[src/sfifo_defines.svh]
/*
 * sync FIFO controller size and thresholds
 * one fixed build, depth must stay a power of two
 */

`ifndef SFIFO_DEFINES_SVH
`define SFIFO_DEFINES_SVH

// --------------------
// memory geometry
// --------------------
`define SFIFO_DEPTH      16                // words in the external memory
`define SFIFO_AW         4                 // log2 of depth
`define SFIFO_CW         (`SFIFO_AW + 1)   // count holds 0..depth inclusive

// --------------------
// static flag thresholds
// --------------------
`define SFIFO_AFULL_VAL  12    // afull when count at or above
`define SFIFO_AEMPTY_VAL 4     // aempty when count at or below

`endif
[src/sfifo_pkg.sv]
/*
 * sync FIFO controller types
 * counter opcode plus pointer and count widths
 */

`include "sfifo_defines.svh"

package sfifo_pkg;

   // --------------------
   // counter operation
   // --------------------
   // one code per cycle, decoded from the qualified enables
   typedef enum logic [1:0] {
      OP_IDLE = 2'b00,   // nothing accepted
      OP_PUSH = 2'b01,   // write only
      OP_POP  = 2'b10,   // read only
      OP_BOTH = 2'b11    // write and read together, count holds
   } fifo_op_e;

   // --------------------
   // datapath widths
   // --------------------
   typedef logic [`SFIFO_AW-1:0] ptr_t;   // memory address
   typedef logic [`SFIFO_CW-1:0] cnt_t;   // words held

endpackage

[src/sfifo_ctrl_top.sv]
/*
 * sync FIFO controller top
 * occupancy, flags and address generation for an external memory
 */

module sfifo_ctrl_top
   import sfifo_pkg::*;
(
   input  logic pos_clk,
   input  logic aresetn,
   input  logic we_i,           // write request
   input  logic re_i,           // read request
   output logic full_o,
   output logic afull_o,
   output logic empty_o,
   output logic aempty_o,
   output logic wack_o,
   output logic dvld_o,
   output logic overflow_o,
   output logic underflow_o,
   output logic mem_we_o,       // memory write enable
   output logic mem_re_o,       // memory read enable
   output cnt_t fill_count_o,
   output ptr_t mem_waddr_o,
   output ptr_t mem_raddr_o
);

   // --------------------
   // internal nets
   // --------------------
   logic     wr_ok;
   logic     rd_ok;
   fifo_op_e op;
   cnt_t     count;

   // request qualification and fill counter
   sfifo_occupancy i_sfifo_occupancy (
      .pos_clk (pos_clk),
      .aresetn (aresetn),
      .we_i    (we_i),
      .re_i    (re_i),
      .full_i  (full_o),    // flags loop back for gating
      .empty_i (empty_o),
      .wr_ok_o (wr_ok),
      .rd_ok_o (rd_ok),
      .op_o    (op),
      .count_o (count)
   );

   // status, handshake and error flags
   sfifo_flags i_sfifo_flags (
      .pos_clk     (pos_clk),
      .aresetn     (aresetn),
      .we_i        (we_i),
      .re_i        (re_i),
      .wr_ok_i     (wr_ok),
      .rd_ok_i     (rd_ok),
      .op_i        (op),
      .count_i     (count),
      .full_o      (full_o),
      .afull_o     (afull_o),
      .empty_o     (empty_o),
      .aempty_o    (aempty_o),
      .wack_o      (wack_o),
      .dvld_o      (dvld_o),
      .overflow_o  (overflow_o),
      .underflow_o (underflow_o)
   );

   // memory pointers
   sfifo_addr_gen i_sfifo_addr_gen (
      .pos_clk (pos_clk),
      .aresetn (aresetn),
      .wr_ok_i (wr_ok),
      .rd_ok_i (rd_ok),
      .waddr_o (mem_waddr_o),
      .raddr_o (mem_raddr_o)
   );

   // memory enables are the same-cycle accepted requests
   assign mem_we_o     = wr_ok;
   assign mem_re_o     = rd_ok;
   assign fill_count_o = count;

endmodule

[src/sfifo_addr_gen.sv]
/*
 * sync FIFO address generator
 * write and read pointers for the external memory
 */

`include "sfifo_defines.svh"

module sfifo_addr_gen
   import sfifo_pkg::*;
(
   input  logic pos_clk,
   input  logic aresetn,
   input  logic wr_ok_i,   // accepted write
   input  logic rd_ok_i,   // accepted read
   output ptr_t waddr_o,
   output ptr_t raddr_o
);

   localparam ptr_t LAST_ADDR = ptr_t'(`SFIFO_DEPTH - 1);

   ptr_t waddr_r;
   ptr_t raddr_r;

   // --------------------
   // write pointer
   // --------------------
   always_ff @(posedge pos_clk or negedge aresetn) begin
      if (!aresetn) begin
         waddr_r <= '0;
      end else if (wr_ok_i) begin
         if (waddr_r == LAST_ADDR)
            waddr_r <= '0;   // wrap
         else
            waddr_r <= waddr_r + ptr_t'(1);
      end
   end

   // --------------------
   // read pointer
   // --------------------
   always_ff @(posedge pos_clk or negedge aresetn) begin
      if (!aresetn) begin
         raddr_r <= '0;
      end else if (rd_ok_i) begin
         if (raddr_r == LAST_ADDR)
            raddr_r <= '0;
         else
            raddr_r <= raddr_r + ptr_t'(1);
      end
   end

   assign waddr_o = waddr_r;
   assign raddr_o = raddr_r;

endmodule

[src/sfifo_flags.sv]
/*
 * sync FIFO status flags
 * registered full/afull/empty/aempty from the next count,
 * wack/dvld handshake pulses and overflow/underflow errors
 */

`include "sfifo_defines.svh"

module sfifo_flags
   import sfifo_pkg::*;
(
   input  logic     pos_clk,
   input  logic     aresetn,
   input  logic     we_i,         // raw write request
   input  logic     re_i,         // raw read request
   input  logic     wr_ok_i,      // accepted write
   input  logic     rd_ok_i,      // accepted read
   input  fifo_op_e op_i,
   input  cnt_t     count_i,      // current fill count
   output logic     full_o,
   output logic     afull_o,
   output logic     empty_o,
   output logic     aempty_o,
   output logic     wack_o,
   output logic     dvld_o,
   output logic     overflow_o,
   output logic     underflow_o
);

   cnt_t count_nxt;   // count after this edge
   logic flag_upd;    // count actually moves

   // --------------------
   // next count
   // --------------------
   // mirrors the counter so flags land on the same edge as the count
   always_comb begin
      case (op_i)
         OP_PUSH: count_nxt = count_i + cnt_t'(1);
         OP_POP:  count_nxt = count_i - cnt_t'(1);
         default: count_nxt = count_i;
      endcase
   end

   assign flag_upd = (op_i == OP_PUSH) || (op_i == OP_POP);

   // --------------------
   // status flags
   // --------------------
   always_ff @(posedge pos_clk or negedge aresetn) begin
      if (!aresetn) begin
         full_o   <= 1'b0;
         afull_o  <= 1'b0;
         empty_o  <= 1'b1;   // starts empty
         aempty_o <= 1'b1;
      end else if (flag_upd) begin
         full_o   <= (count_nxt == cnt_t'(`SFIFO_DEPTH));
         afull_o  <= (count_nxt >= cnt_t'(`SFIFO_AFULL_VAL));
         empty_o  <= (count_nxt == '0);
         aempty_o <= (count_nxt <= cnt_t'(`SFIFO_AEMPTY_VAL));
      end
   end

   // --------------------
   // handshake pulses
   // --------------------
   // one cycle after each accepted op, dvld lines up with the
   // memory's registered read data
   always_ff @(posedge pos_clk or negedge aresetn) begin
      if (!aresetn) begin
         wack_o <= 1'b0;
         dvld_o <= 1'b0;
      end else begin
         wack_o <= wr_ok_i;
         dvld_o <= rd_ok_i;
      end
   end

   // --------------------
   // error pulses
   // --------------------
   // raw requests against the flags seen this cycle
   always_ff @(posedge pos_clk or negedge aresetn) begin
      if (!aresetn) begin
         overflow_o  <= 1'b0;
         underflow_o <= 1'b0;
      end else begin
         overflow_o  <= we_i & full_o;    // write dropped
         underflow_o <= re_i & empty_o;   // read dropped
      end
   end

   // --------------------
   // checks
   // --------------------
   a_not_full_empty : assert property (
      @(posedge pos_clk) disable iff (!aresetn)
      !(full_o && empty_o)
   ) else $error("full and empty both set");

   // threshold ordering holds across every update
   a_full_afull : assert property (
      @(posedge pos_clk) disable iff (!aresetn)
      full_o |-> afull_o
   ) else $error("full without afull");

endmodule

[src/sfifo_occupancy.sv]
/*
 * sync FIFO occupancy
 * qualifies write/read requests against full and empty,
 * encodes the cycle's opcode and keeps the fill counter
 */

`include "sfifo_defines.svh"

module sfifo_occupancy
   import sfifo_pkg::*;
(
   input  logic     pos_clk,
   input  logic     aresetn,
   input  logic     we_i,      // raw write request
   input  logic     re_i,      // raw read request
   input  logic     full_i,    // registered full from flags
   input  logic     empty_i,   // registered empty from flags
   output logic     wr_ok_o,   // accepted write
   output logic     rd_ok_o,   // accepted read
   output fifo_op_e op_o,
   output cnt_t     count_o
);

   logic     wr_ok;
   logic     rd_ok;
   fifo_op_e op;
   cnt_t     count_r;

   // --------------------
   // request qualification
   // --------------------
   // the only place full/empty gate a request
   assign wr_ok = we_i & ~full_i;
   assign rd_ok = re_i & ~empty_i;

   // --------------------
   // opcode decode
   // --------------------
   always_comb begin
      case ({wr_ok, rd_ok})
         2'b10:   op = OP_PUSH;
         2'b01:   op = OP_POP;
         2'b11:   op = OP_BOTH;   // simultaneous, no net change
         default: op = OP_IDLE;
      endcase
   end

   // --------------------
   // fill counter
   // --------------------
   always_ff @(posedge pos_clk or negedge aresetn) begin
      if (!aresetn) begin
         count_r <= '0;
      end else begin
         case (op)
            OP_PUSH: count_r <= count_r + cnt_t'(1);
            OP_POP:  count_r <= count_r - cnt_t'(1);
            default: count_r <= count_r;   // idle or both
         endcase
      end
   end

   assign wr_ok_o = wr_ok;
   assign rd_ok_o = rd_ok;
   assign op_o    = op;
   assign count_o = count_r;

   // --------------------
   // checks
   // --------------------
   // counter bounded by depth, relies on full from flags blocking pushes
   a_count_max : assert property (
      @(posedge pos_clk) disable iff (!aresetn)
      count_r <= cnt_t'(`SFIFO_DEPTH)
   ) else $error("count 0x%0h above depth", count_r);

   // empty comes back registered from flags; no pop may slip through it
   a_no_pop_empty : assert property (
      @(posedge pos_clk) disable iff (!aresetn)
      empty_i |-> (op != OP_POP)
   ) else $error("pop decoded while empty");

   // counter must be zero whenever flags report empty
   a_empty_zero : assert property (
      @(posedge pos_clk) disable iff (!aresetn)
      empty_i |-> (count_r == '0)
   ) else $error("empty with count 0x%0h", count_r);

endmodule

[config.mk]
export PLATFORM = sky130hd
export DESIGN_NAME = sfifo_ctrl_top
export DESIGN_NICKNAME = d
export VERILOG_FILES = /design/src/sfifo_pkg.sv /design/src/sfifo_ctrl_top.sv /design/src/sfifo_addr_gen.sv /design/src/sfifo_flags.sv /design/src/sfifo_occupancy.sv
export VERILOG_INCLUDE_DIRS = /design/src
export SDC_FILE = /design/constraint.sdc
export NUM_CORES = 1
export LEC_CHECK = 0
export ABC_AREA = 1
export BUFFER_PORTS_ARGS = -buffer_cell sky130_fd_sc_hd__buf_4
export CAP_MARGIN = 10
export CORE_MARGIN = 10
export CORE_UTILIZATION = 40
export CTS_CLUSTER_DIAMETER = 30
export DETAILED_ROUTE_END_ITERATION = 12
export HOLD_SLACK_MARGIN = 0.15
export PLACE_DENSITY = 0.59
export SYNTH_ARGS = -nofsm -noshare
export SYNTH_HDL_FRONTEND = slang
export SYNTH_SLANG_ARGS = --single-unit
[constraint.sdc]
create_clock -name pos_clk -period 3.2 [get_ports pos_clk]
set_clock_uncertainty 0.15 [all_clocks]
set_input_delay 0.48 -clock pos_clk [delete_from_list [all_inputs] [get_ports pos_clk]]
set_output_delay 0.48 -clock pos_clk [all_outputs]
set_load 0.02 [all_outputs]
-- Yosys cells after proc, flatten, opt, wreduce, memory -nomap -nowiden
Cells that the tools add are included.
- word-level logic and storage cells: 37
- flip-flop bits (word level): 21
- output and inout port bits: 23
- equality and inequality tests: 8
- bitwise gates (word level): 6
- mux-type cells: 4
- add/sub/neg operators: 4
- $lt $le $gt $ge: 2
- reduce and logical (&&, ||, !) cells: 2
- operators by type and width (operator ; number):
    one-hot mux 5 bit (2 select lines) ; 1
    adder 4 x 1 -> 4 bit, second input constant ; 2
    equality test 4 bit, second input constant ; 2
    2-to-1 mux 4 bit ; 2
    equality test 2 bit, second input constant ; 3
    one-hot mux 2 bit (3 select lines) ; 1
    adder 5 x 1 -> 5 bit, second input constant ; 1
    equality test 5 bit, second input constant ; 1
    >= comparator 5 x 4 -> 1 bit, second input constant ; 1
    <= comparator 5 x 3 -> 1 bit, second input constant ; 1
    zero test 5 bit ; 1
    subtractor 5 x 1 -> 5 bit, second input constant ; 1
    bitwise AND 1 bit ; 4
    equality test 2 x 1 -> 1 bit, second input constant ; 2
    inverter 1 bit ; 2
    logical OR 1 bit ; 1

-- Depth between registers and ports, before layout
Gate-level depths: netlist of the first run.
- depth after elaboration: 7
- mapped depth: 18
- gate-level depth less buffers: 17

-- Modules after synthesis
A second synthesis of the first run with hierarchy kept.
- cell total of the unflattened synthesis: 175
- area total of the unflattened synthesis: 1360.1 µm²
- modules (own cells, without submodules) (module ; seq. area each (µm²) ; times used ; area each (µm²) ; cells an instance):
    sfifo_flags ; 202.7 ; 1 ; 565.5 ; 71
    sfifo_occupancy ; 125.1 ; 1 ; 409.1 ; 58
    sfifo_addr_gen ; 200.2 ; 1 ; 385.4 ; 46

-- Least setup slack after synthesis of the first run
OpenSTA, ideal clock, no wires.
- path type: register -> register
- from: reg i_sfifo_flags.full_o
- to: reg i_sfifo_flags.afull_o
- arrival time: 2.496 ns
- library setup time: 0.122 ns
- stages on the path, launching flop included: 16
- required time: 2.928 ns
- slack: 0.432 ns
- clock period less this slack: 2.768 ns
- cell sequence: dfrtp_1 nor2_1 inv_1 ha_1 buf_6 nor2_1 nor2_2 ha_1 a21oi_1 inv_1 nand3_2 nand2_1 nand2_1 nand2_1 nor2_4 a21oi_1
- word-level cells in the longest chain between the ends: 7
- ends and longest elaborated chain (what ; line ; source):
    from (decl) ; sfifo_flags.sv:20 ; output logic full_o,
    from (signal assigned) ; sfifo_flags.sv:57 ; full_o <= (count_nxt == cnt_t'(`SFIFO_DEPTH));
    inverter 1 bit (*) ; sfifo_occupancy.sv:33 ; assign wr_ok = we_i & ~full_i;
    bitwise AND 1 bit (*) ; sfifo_occupancy.sv:33 ;
    via mem_we_o ; sfifo_ctrl_top.sv:21 ; output logic mem_we_o,
    equality test 2 bit or equality test 2 x 1 -> 1 bit (tied branches) ; sfifo_occupancy.sv:40 ; case ({wr_ok, rd_ok})
    one-hot mux 2 bit (3 select lines) (*) ; sfifo_occupancy.sv:40 ;
    equality test 2 bit or equality test 2 x 1 -> 1 bit (tied branches) ; sfifo_flags.sv:38, sfifo_flags.sv:45 ;
    one-hot mux 5 bit (2 select lines) ; sfifo_flags.sv:38 ; case (op_i)
    >= comparator 5 x 4 -> 1 bit ; sfifo_flags.sv:58 ; afull_o <= (count_nxt >= cnt_t'(`SFIFO_AFULL_VAL));
    to (signal assigned) ; sfifo_flags.sv:58 ;
    to (decl) ; sfifo_flags.sv:21 ; output logic afull_o,
The timed path passes the listed nets; every way through them passes the cells marked *.
A chain may end at the register's enable or synchronous reset.

-- Worst setup path after layout of the first run
- from: reg i_sfifo_flags.full_o
- to: reg i_sfifo_flags.full_o
- word-level cells in the longest chain between the ends: 7
- ends and longest elaborated chain (what ; line ; source):
    inverter 1 bit (*) ; sfifo_occupancy.sv:33 ;
    bitwise AND 1 bit (*) ; sfifo_occupancy.sv:33 ;
    equality test 2 bit or equality test 2 x 1 -> 1 bit (tied branches) ; sfifo_occupancy.sv:40 ;
    one-hot mux 2 bit (3 select lines) (*) ; sfifo_occupancy.sv:40 ;
    equality test 2 bit or equality test 2 x 1 -> 1 bit (tied branches) ; sfifo_flags.sv:38 ;
    one-hot mux 5 bit (2 select lines) (*) ; sfifo_flags.sv:38 ;
    via i_sfifo_flags.count_nxt[1] ; sfifo_flags.sv:30 ; cnt_t count_nxt;
    equality test 5 bit (*) ; sfifo_flags.sv:57 ;
Marked as above.

==> flow_metrics.py, run 1 <==
metrics = {
    "outcome": {
        "status": "finished, final reports clean",
    },
    "synth": {
        "yosysMostFrequentCell": "nand2_1",
        "synthAdderAreaFrac": 0.0577,
        "synth.distinct_cells": 25,
        "yosys_warnings": 0,
        "synth_top_area_share": 0.438,
        "ys_seq_area_frac": 0.487,
        "synth_edf_count": 0,
        "synth-simple-area-share": 0.248,
        "synthMuxAreaShare": 0.0104,
        "synthesis.area_mm2": 0.00108,
        "synth_area_leaders": "dfrtp_1, nand2_1, ha_1",
        "syn-num-nets": 129,
        "synthArstFlopShare": 1.00,
        "ys_seq_elements": 21,
        "yosysTopAreaCell": "dfrtp_1",
        "syn_inst": 120,
        "synth_top_family_by_area": "simple AND/OR/NAND/NOR gates",
        "synth_compound_area_frac": 0.0681,
        "synthXorXnorAreaFrac": 0.0473,
        "syn_area_per_cell_um2": 9.04,
        "synthTopCellsByCount": "nand2_1, dfrtp_1, inv_1",
        "synthFlopType": "dfrtp_1",
    },
    "layout": {
        "antenna_cells": 0,
        "nets": 161,
        "largest_reg_flops": 5,
        "layout-drive-gt1-share": 0.311,
        "fin_area_mm2": 0.00135,
        "area_growth_pct": 24.5,
    },
    "placed_design": {
        "place_ws_ns": 0.439,
        "gp_congestion": 0.776,
        "dp_hpwl_mm": 1.81,
        "io_buffers": 26,
        "place_area_mm2": 0.00131,
    },
    "die": {
        "rows": 18,
        "core_mm2": 0.00252,
        "floorplan.die.width_um": 72.1,
        "die_y_um": 72.1,
        "start_util": 0.430,
        "dieArea_mm2": 0.00519,
        "io_pins": 27,
    },
    "hold_path": {
        "hold_class": "input port to flip-flop",
        "hold_start": "re_i",
    },
    "worst_setup_path": {
        "cp-start-kind": "flip-flop",
        "cpMostUsedCell": "nand2_1",
        "cp_slowest_cell": "dfrtp_1",
        "reg2reg_from": "i_sfifo_flags.full_o",
        "path_cells": "nor2_1 -> buf_4 -> inv_1 -> ha_1 -> nand2_1 -> inv_1 -> nor2_2 -> ha_1 -> nand2_1 -> nand2_1 -> or2_1 -> nor2_1 -> nand3_1 -> nand2_1",
        "cp_slowest_stage_delay_ns": 0.43,
        "arrival_ns": 2.67,
        "required_ns": 3.29,
        "crit_type": "flip-flop to flip-flop",
        "critPathLaunch": "i_sfifo_flags.full_o",
        "path_max_fanout": 8,
        "end_kind": "flip-flop",
    },
    "drt": {
        "num_vias": 878,
        "drt_iter0_markers": 36,
        "ant_nets": 0,
        "firstDrtPassIters": 4,
        "drc": 0,
        "wl_per_cell_um": 12.3,
        "totalWireLength_mm": 2.23,
        "avgViaCountPerCell": 4.85,
    },
    "run": {
        "cap_viol_max_count": 0,
    },
    "timing": {
        "fmax_ghz": 0.389,
        "rsz0062_at_grt": "no",
        "tns_ns": 0,
        "setup_viol": 0,
        "relSlewSlack": 0.712,
        "final.min_clock_period_ns": 2.57,
        "tightest_slew_ns": 0.432,
        "post-route-period-util": 0.804,
        "hold_viol": 0,
        "slew_violations": 0,
        "finalWorstSetupSlack_ns": 0.628,
    },
    "power": {
        "peakVddDrop_uv": 596,
        "p_total_uw": 1510,
        "p_leak_uw": 0.000718,
        "power.density_mw_per_mm2": 1120,
    },
    "clocking": {
        "htree_levels": 1,
        "numCtsBuffers": 3,
        "clkSinkCount": 21,
        "root_buffer": "clkbuf_4",
        "path_clk_slew_ns": 0.12,
        "cts_buffer_depth": 2,
        "clkLatencyLatePin_ns": 0.30,
        "ctsResizeCount": 0,
        "cts_tree": "done",
    },
    "grt": {
        "track_usage": 0.0937,
        "grt_pass1_wl_mm": 4.10,
        "grt_max_degree": 22,
        "grt_overflow_total": 0,
        "first_global_vias": 932,
        "antenna_found_initial": 0,
    },
}
## through the flow
step | hold WS (ns) | util | instances
floorplan | 0.0344 | - | 120
global placement | 0.229 | 0.519 | 176
detailed placement | 0.228 | 0.519 | 176
CTS | 0.204 | 0.535 | 181
global route | 0.204 | 0.535 | 181
finish | 0.214 | 0.535 | 181
## power breakdown
| group | switching (µW) | leakage [µW] | internal, µW |
|---|---|---|---|
| Clock | 81.0 | 0.0000139 | 47.4 |
| Sequential | 111 | 0.000251 | 386 |
| Combinational | 532 | 0.000454 | 354 |
| Total | 724 | 0.000718 | 787 |
## final cells by class
type | instances | area, µm²
fill | 246 | 1170
sequential | 21 | 528
multi-input combinational | 80 | 468
timing repair buffer | 29 | 220
inverter | 17 | 66.3
tap | 30 | 37.5
clock buffer | 3 | 22.5
clock inverter | 1 | 7.51
## layout by cell type (no fill, tap or decap), types with 4 or more instances in the layout
master   count
buf_4       28
nand2_1     26
dfrtp_1     19
inv_1       15
nand3_1     12
nor2_1       7
a21oi_1      5
ha_1         5
o21ai_0      4
## final timing paths
path,slack (ns),cells after the start,to
worst max register to register,0.63,14,i_sfifo_flags.full_o
worst max-delay path,0.63,14,i_sfifo_flags.full_o
worst min-delay path,0.21,3,i_sfifo_flags.underflow_o
max in group asynchronous,2.20,2,i_sfifo_flags.empty_o
min in group asynchronous,0.43,2,i_sfifo_addr_gen.waddr_o[2]
worst min register to register,0.33,2,i_sfifo_flags.aempty_o
## metal layers
layer | global-route usage | vias up | wire length [µm]
met5 | 0 | - | 0
met4 | 0.0280 | 0 | 17
met3 | 0.0381 | 2 | 154
met2 | 0.157 | 16 | 1120
met1 | 0.106 | 417 | 943
li1 | - | 443 | -
## worst max-delay path: cells and delay by family (launching register included)
kind                       cells  cell delay, ns
DFF                            1            0.43
buffers and inverters          3            0.31
adders and majority gates      2            0.56
and+or+nand+nor                9            1.08
## cells by family after synthesis
group / after synthesis
compound gates: 13
xor+xnor: 5
fa+ha+maj: 5
buf+inv: 19
flops: 21
mux: 1
simple gates: 56
## what timing repair did
item                      CTS  global route
hold buffers                1             0
setup buffers               0             0
hold endpoints to repair   21             0
(Power assumes the default switching activity.)
==> run 2: changes to the inputs <==
- PLACE_DENSITY: 0.59 -> 0.61
- clock period: 3.2 -> 2.2 ns (I/O delays scaled with it)
==> flow_metrics.py, run 2 (same netlist as run 1, synthesis figures left out) <==
metrics = {
    "run": {
        "cap_viol_max_count": 0,
    },
    "worst_setup_path": {
        "end_kind": "flip-flop",
        "cp_top_family": "simple AND/OR/NAND/NOR gates",
        "crit_type": "flip-flop to flip-flop",
        "arrival_ns": 2.20,
        "cp_slowest_stage_delay_ns": 0.45,
        "cp.buffers_inverters": 2,
        "cp_slowest_cell": "dfrtp_2",
        "path_cells": "nor2_4 -> inv_2 -> ha_4 -> nor2_4 -> nor2_4 -> ha_4 -> a21oi_4 -> inv_2 -> nand3_2 -> nand2_2 -> nand2_2 -> nand2_2 -> nor2_4 -> nand3_2 -> nand2_2",
        "cp-start-kind": "flip-flop",
        "required_ns": 2.30,
        "path_max_fanout": 4,
    },
    "drt": {
        "num_vias": 924,
        "ant_nets": 0,
        "firstDrtPassIters": 4,
        "drc": 0,
        "wl_per_cell_um": 12.8,
        "avgViaCountPerCell": 4.81,
        "totalWireLength_mm": 2.45,
        "drt_iter0_markers": 33,
    },
    "timing": {
        "tns_ns": 0,
        "setup_viol": 0,
        "final.min_clock_period_ns": 2.09,
        "slew_violations": 0,
        "post-route-period-util": 0.952,
        "hold_viol": 0,
        "relSlewSlack": 0.810,
        "rsz0062_at_grt": "yes",
        "tightest_slew_ns": 0.285,
        "fmax_ghz": 0.478,
    },
    "layout": {
        "layout-drive-gt1-share": 0.475,
        "nets": 172,
        "antenna_cells": 0,
        "area_growth_pct": 41.6,
        "final_util": 0.609,
        "largest_reg_flops": 5,
        "final_common_cell": "buf_4",
        "layout_common_cells": "buf_4, nand2_1, dfrtp_1",
    },
    "power": {
        "peakVddDrop_uv": 942,
        "p_leak_uw": 0.000780,
        "power.density_mw_per_mm2": 1620,
    },
    "clocking": {
        "htree_levels": 1,
        "cts_tree": "done",
        "clkSinkCount": 21,
        "clkLatencyLatePin_ns": 0.30,
        "root_buffer": "clkbuf_4",
        "numCtsBuffers": 3,
        "path_clk_slew_ns": 0.11,
        "cts_buffer_depth": 2,
    },
    "outcome": {
        "status": "finished, final reports clean",
    },
    "die": {
        "rows": 18,
        "dieArea_mm2": 0.00519,
        "die_y_um": 72.1,
        "floorplan.die.width_um": 72.1,
        "start_util": 0.430,
        "core_mm2": 0.00252,
        "io_pins": 27,
    },
    "hold_path": {
        "hold_class": "input port to async pin",
    },
    "placed_design": {
        "gp_congestion": 0.900,
        "io_buffers": 26,
        "dp_hpwl_mm": 1.89,
    },
    "grt": {
        "first_global_vias": 995,
        "antenna_found_initial": 0,
        "track_usage": 0.0973,
        "grt_overflow_total": 0,
        "grt_pass1_wl_mm": 4.20,
        "grt_max_degree": 22,
    },
}
[run 2: power breakdown]
group | leakage, µW | internal [µW] | switching (µW)
Clock | 0.0000150 | 70.5 | 111
Combinational | 0.000516 | 685 | 887
Sequential | 0.000249 | 563 | 175
Total | 0.000780 | 1320 | 1170
[run 2: final timing paths]
check | endpoint | cells past startpoint | startpoint | slack [ns]
min in group pos_clk | i_sfifo_flags.dvld_o | 4 | re_i | 0.32
min | i_sfifo_addr_gen.raddr_o[0] | 2 | aresetn | 0.29
max | i_sfifo_flags.aempty_o | 15 | i_sfifo_flags.full_o | 0.11
max reg2reg | i_sfifo_flags.aempty_o | 15 | i_sfifo_flags.full_o | 0.11
min reg2reg | i_sfifo_flags.aempty_o | 2 | i_sfifo_flags.aempty_o | 0.34
max in group asynchronous | i_sfifo_flags.empty_o | 2 | aresetn | 1.34
[run 2: final cells by class]
cell class	instances	area, µm²
Clock buffer	4	26.3
Fill cell	225	986
Inverter	17	66.3
Multi-Input combinational cell	80	569
Sequential cell	21	529
Tap cell	30	37.5
Timing Repair Buffer	40	308
[run 2: what timing repair did]
item / in CTS / in global routing
setup buffers: 0 / 4
setup endpoints to repair: 0 / 5
resized for setup: 0 / 18
endpoints found under the hold margin: 23 / 0
hold buffers: 3 / 0
[run 2: per-layer routing]
metal / vias to the layer above / part of all wire / track usage
li1: 470 / - / -
met4: 0 / 0.0082 / 0.0473
met5: - / 0 / 0
met3: 2 / 0.051 / 0.0313
met2: 11 / 0.56 / 0.175
met1: 441 / 0.38 / 0.0985
[run 2: per-stage QoR]
stage               hold WS (ns)  setup slack, ns  instances  total power, µW  instance area [µm²]
finish                     0.287            0.106        192             2490                 1540
global route               0.287          -0.0654        192             2740                 1540
CTS                        0.283           0.0864        188             2330                 1440
detailed placement        0.0784           0.0392        181             2140                 1390
global placement          0.0802           0.0674        181             2110                 1390
floorplan                 -0.116           -0.105        120             1640                 1120
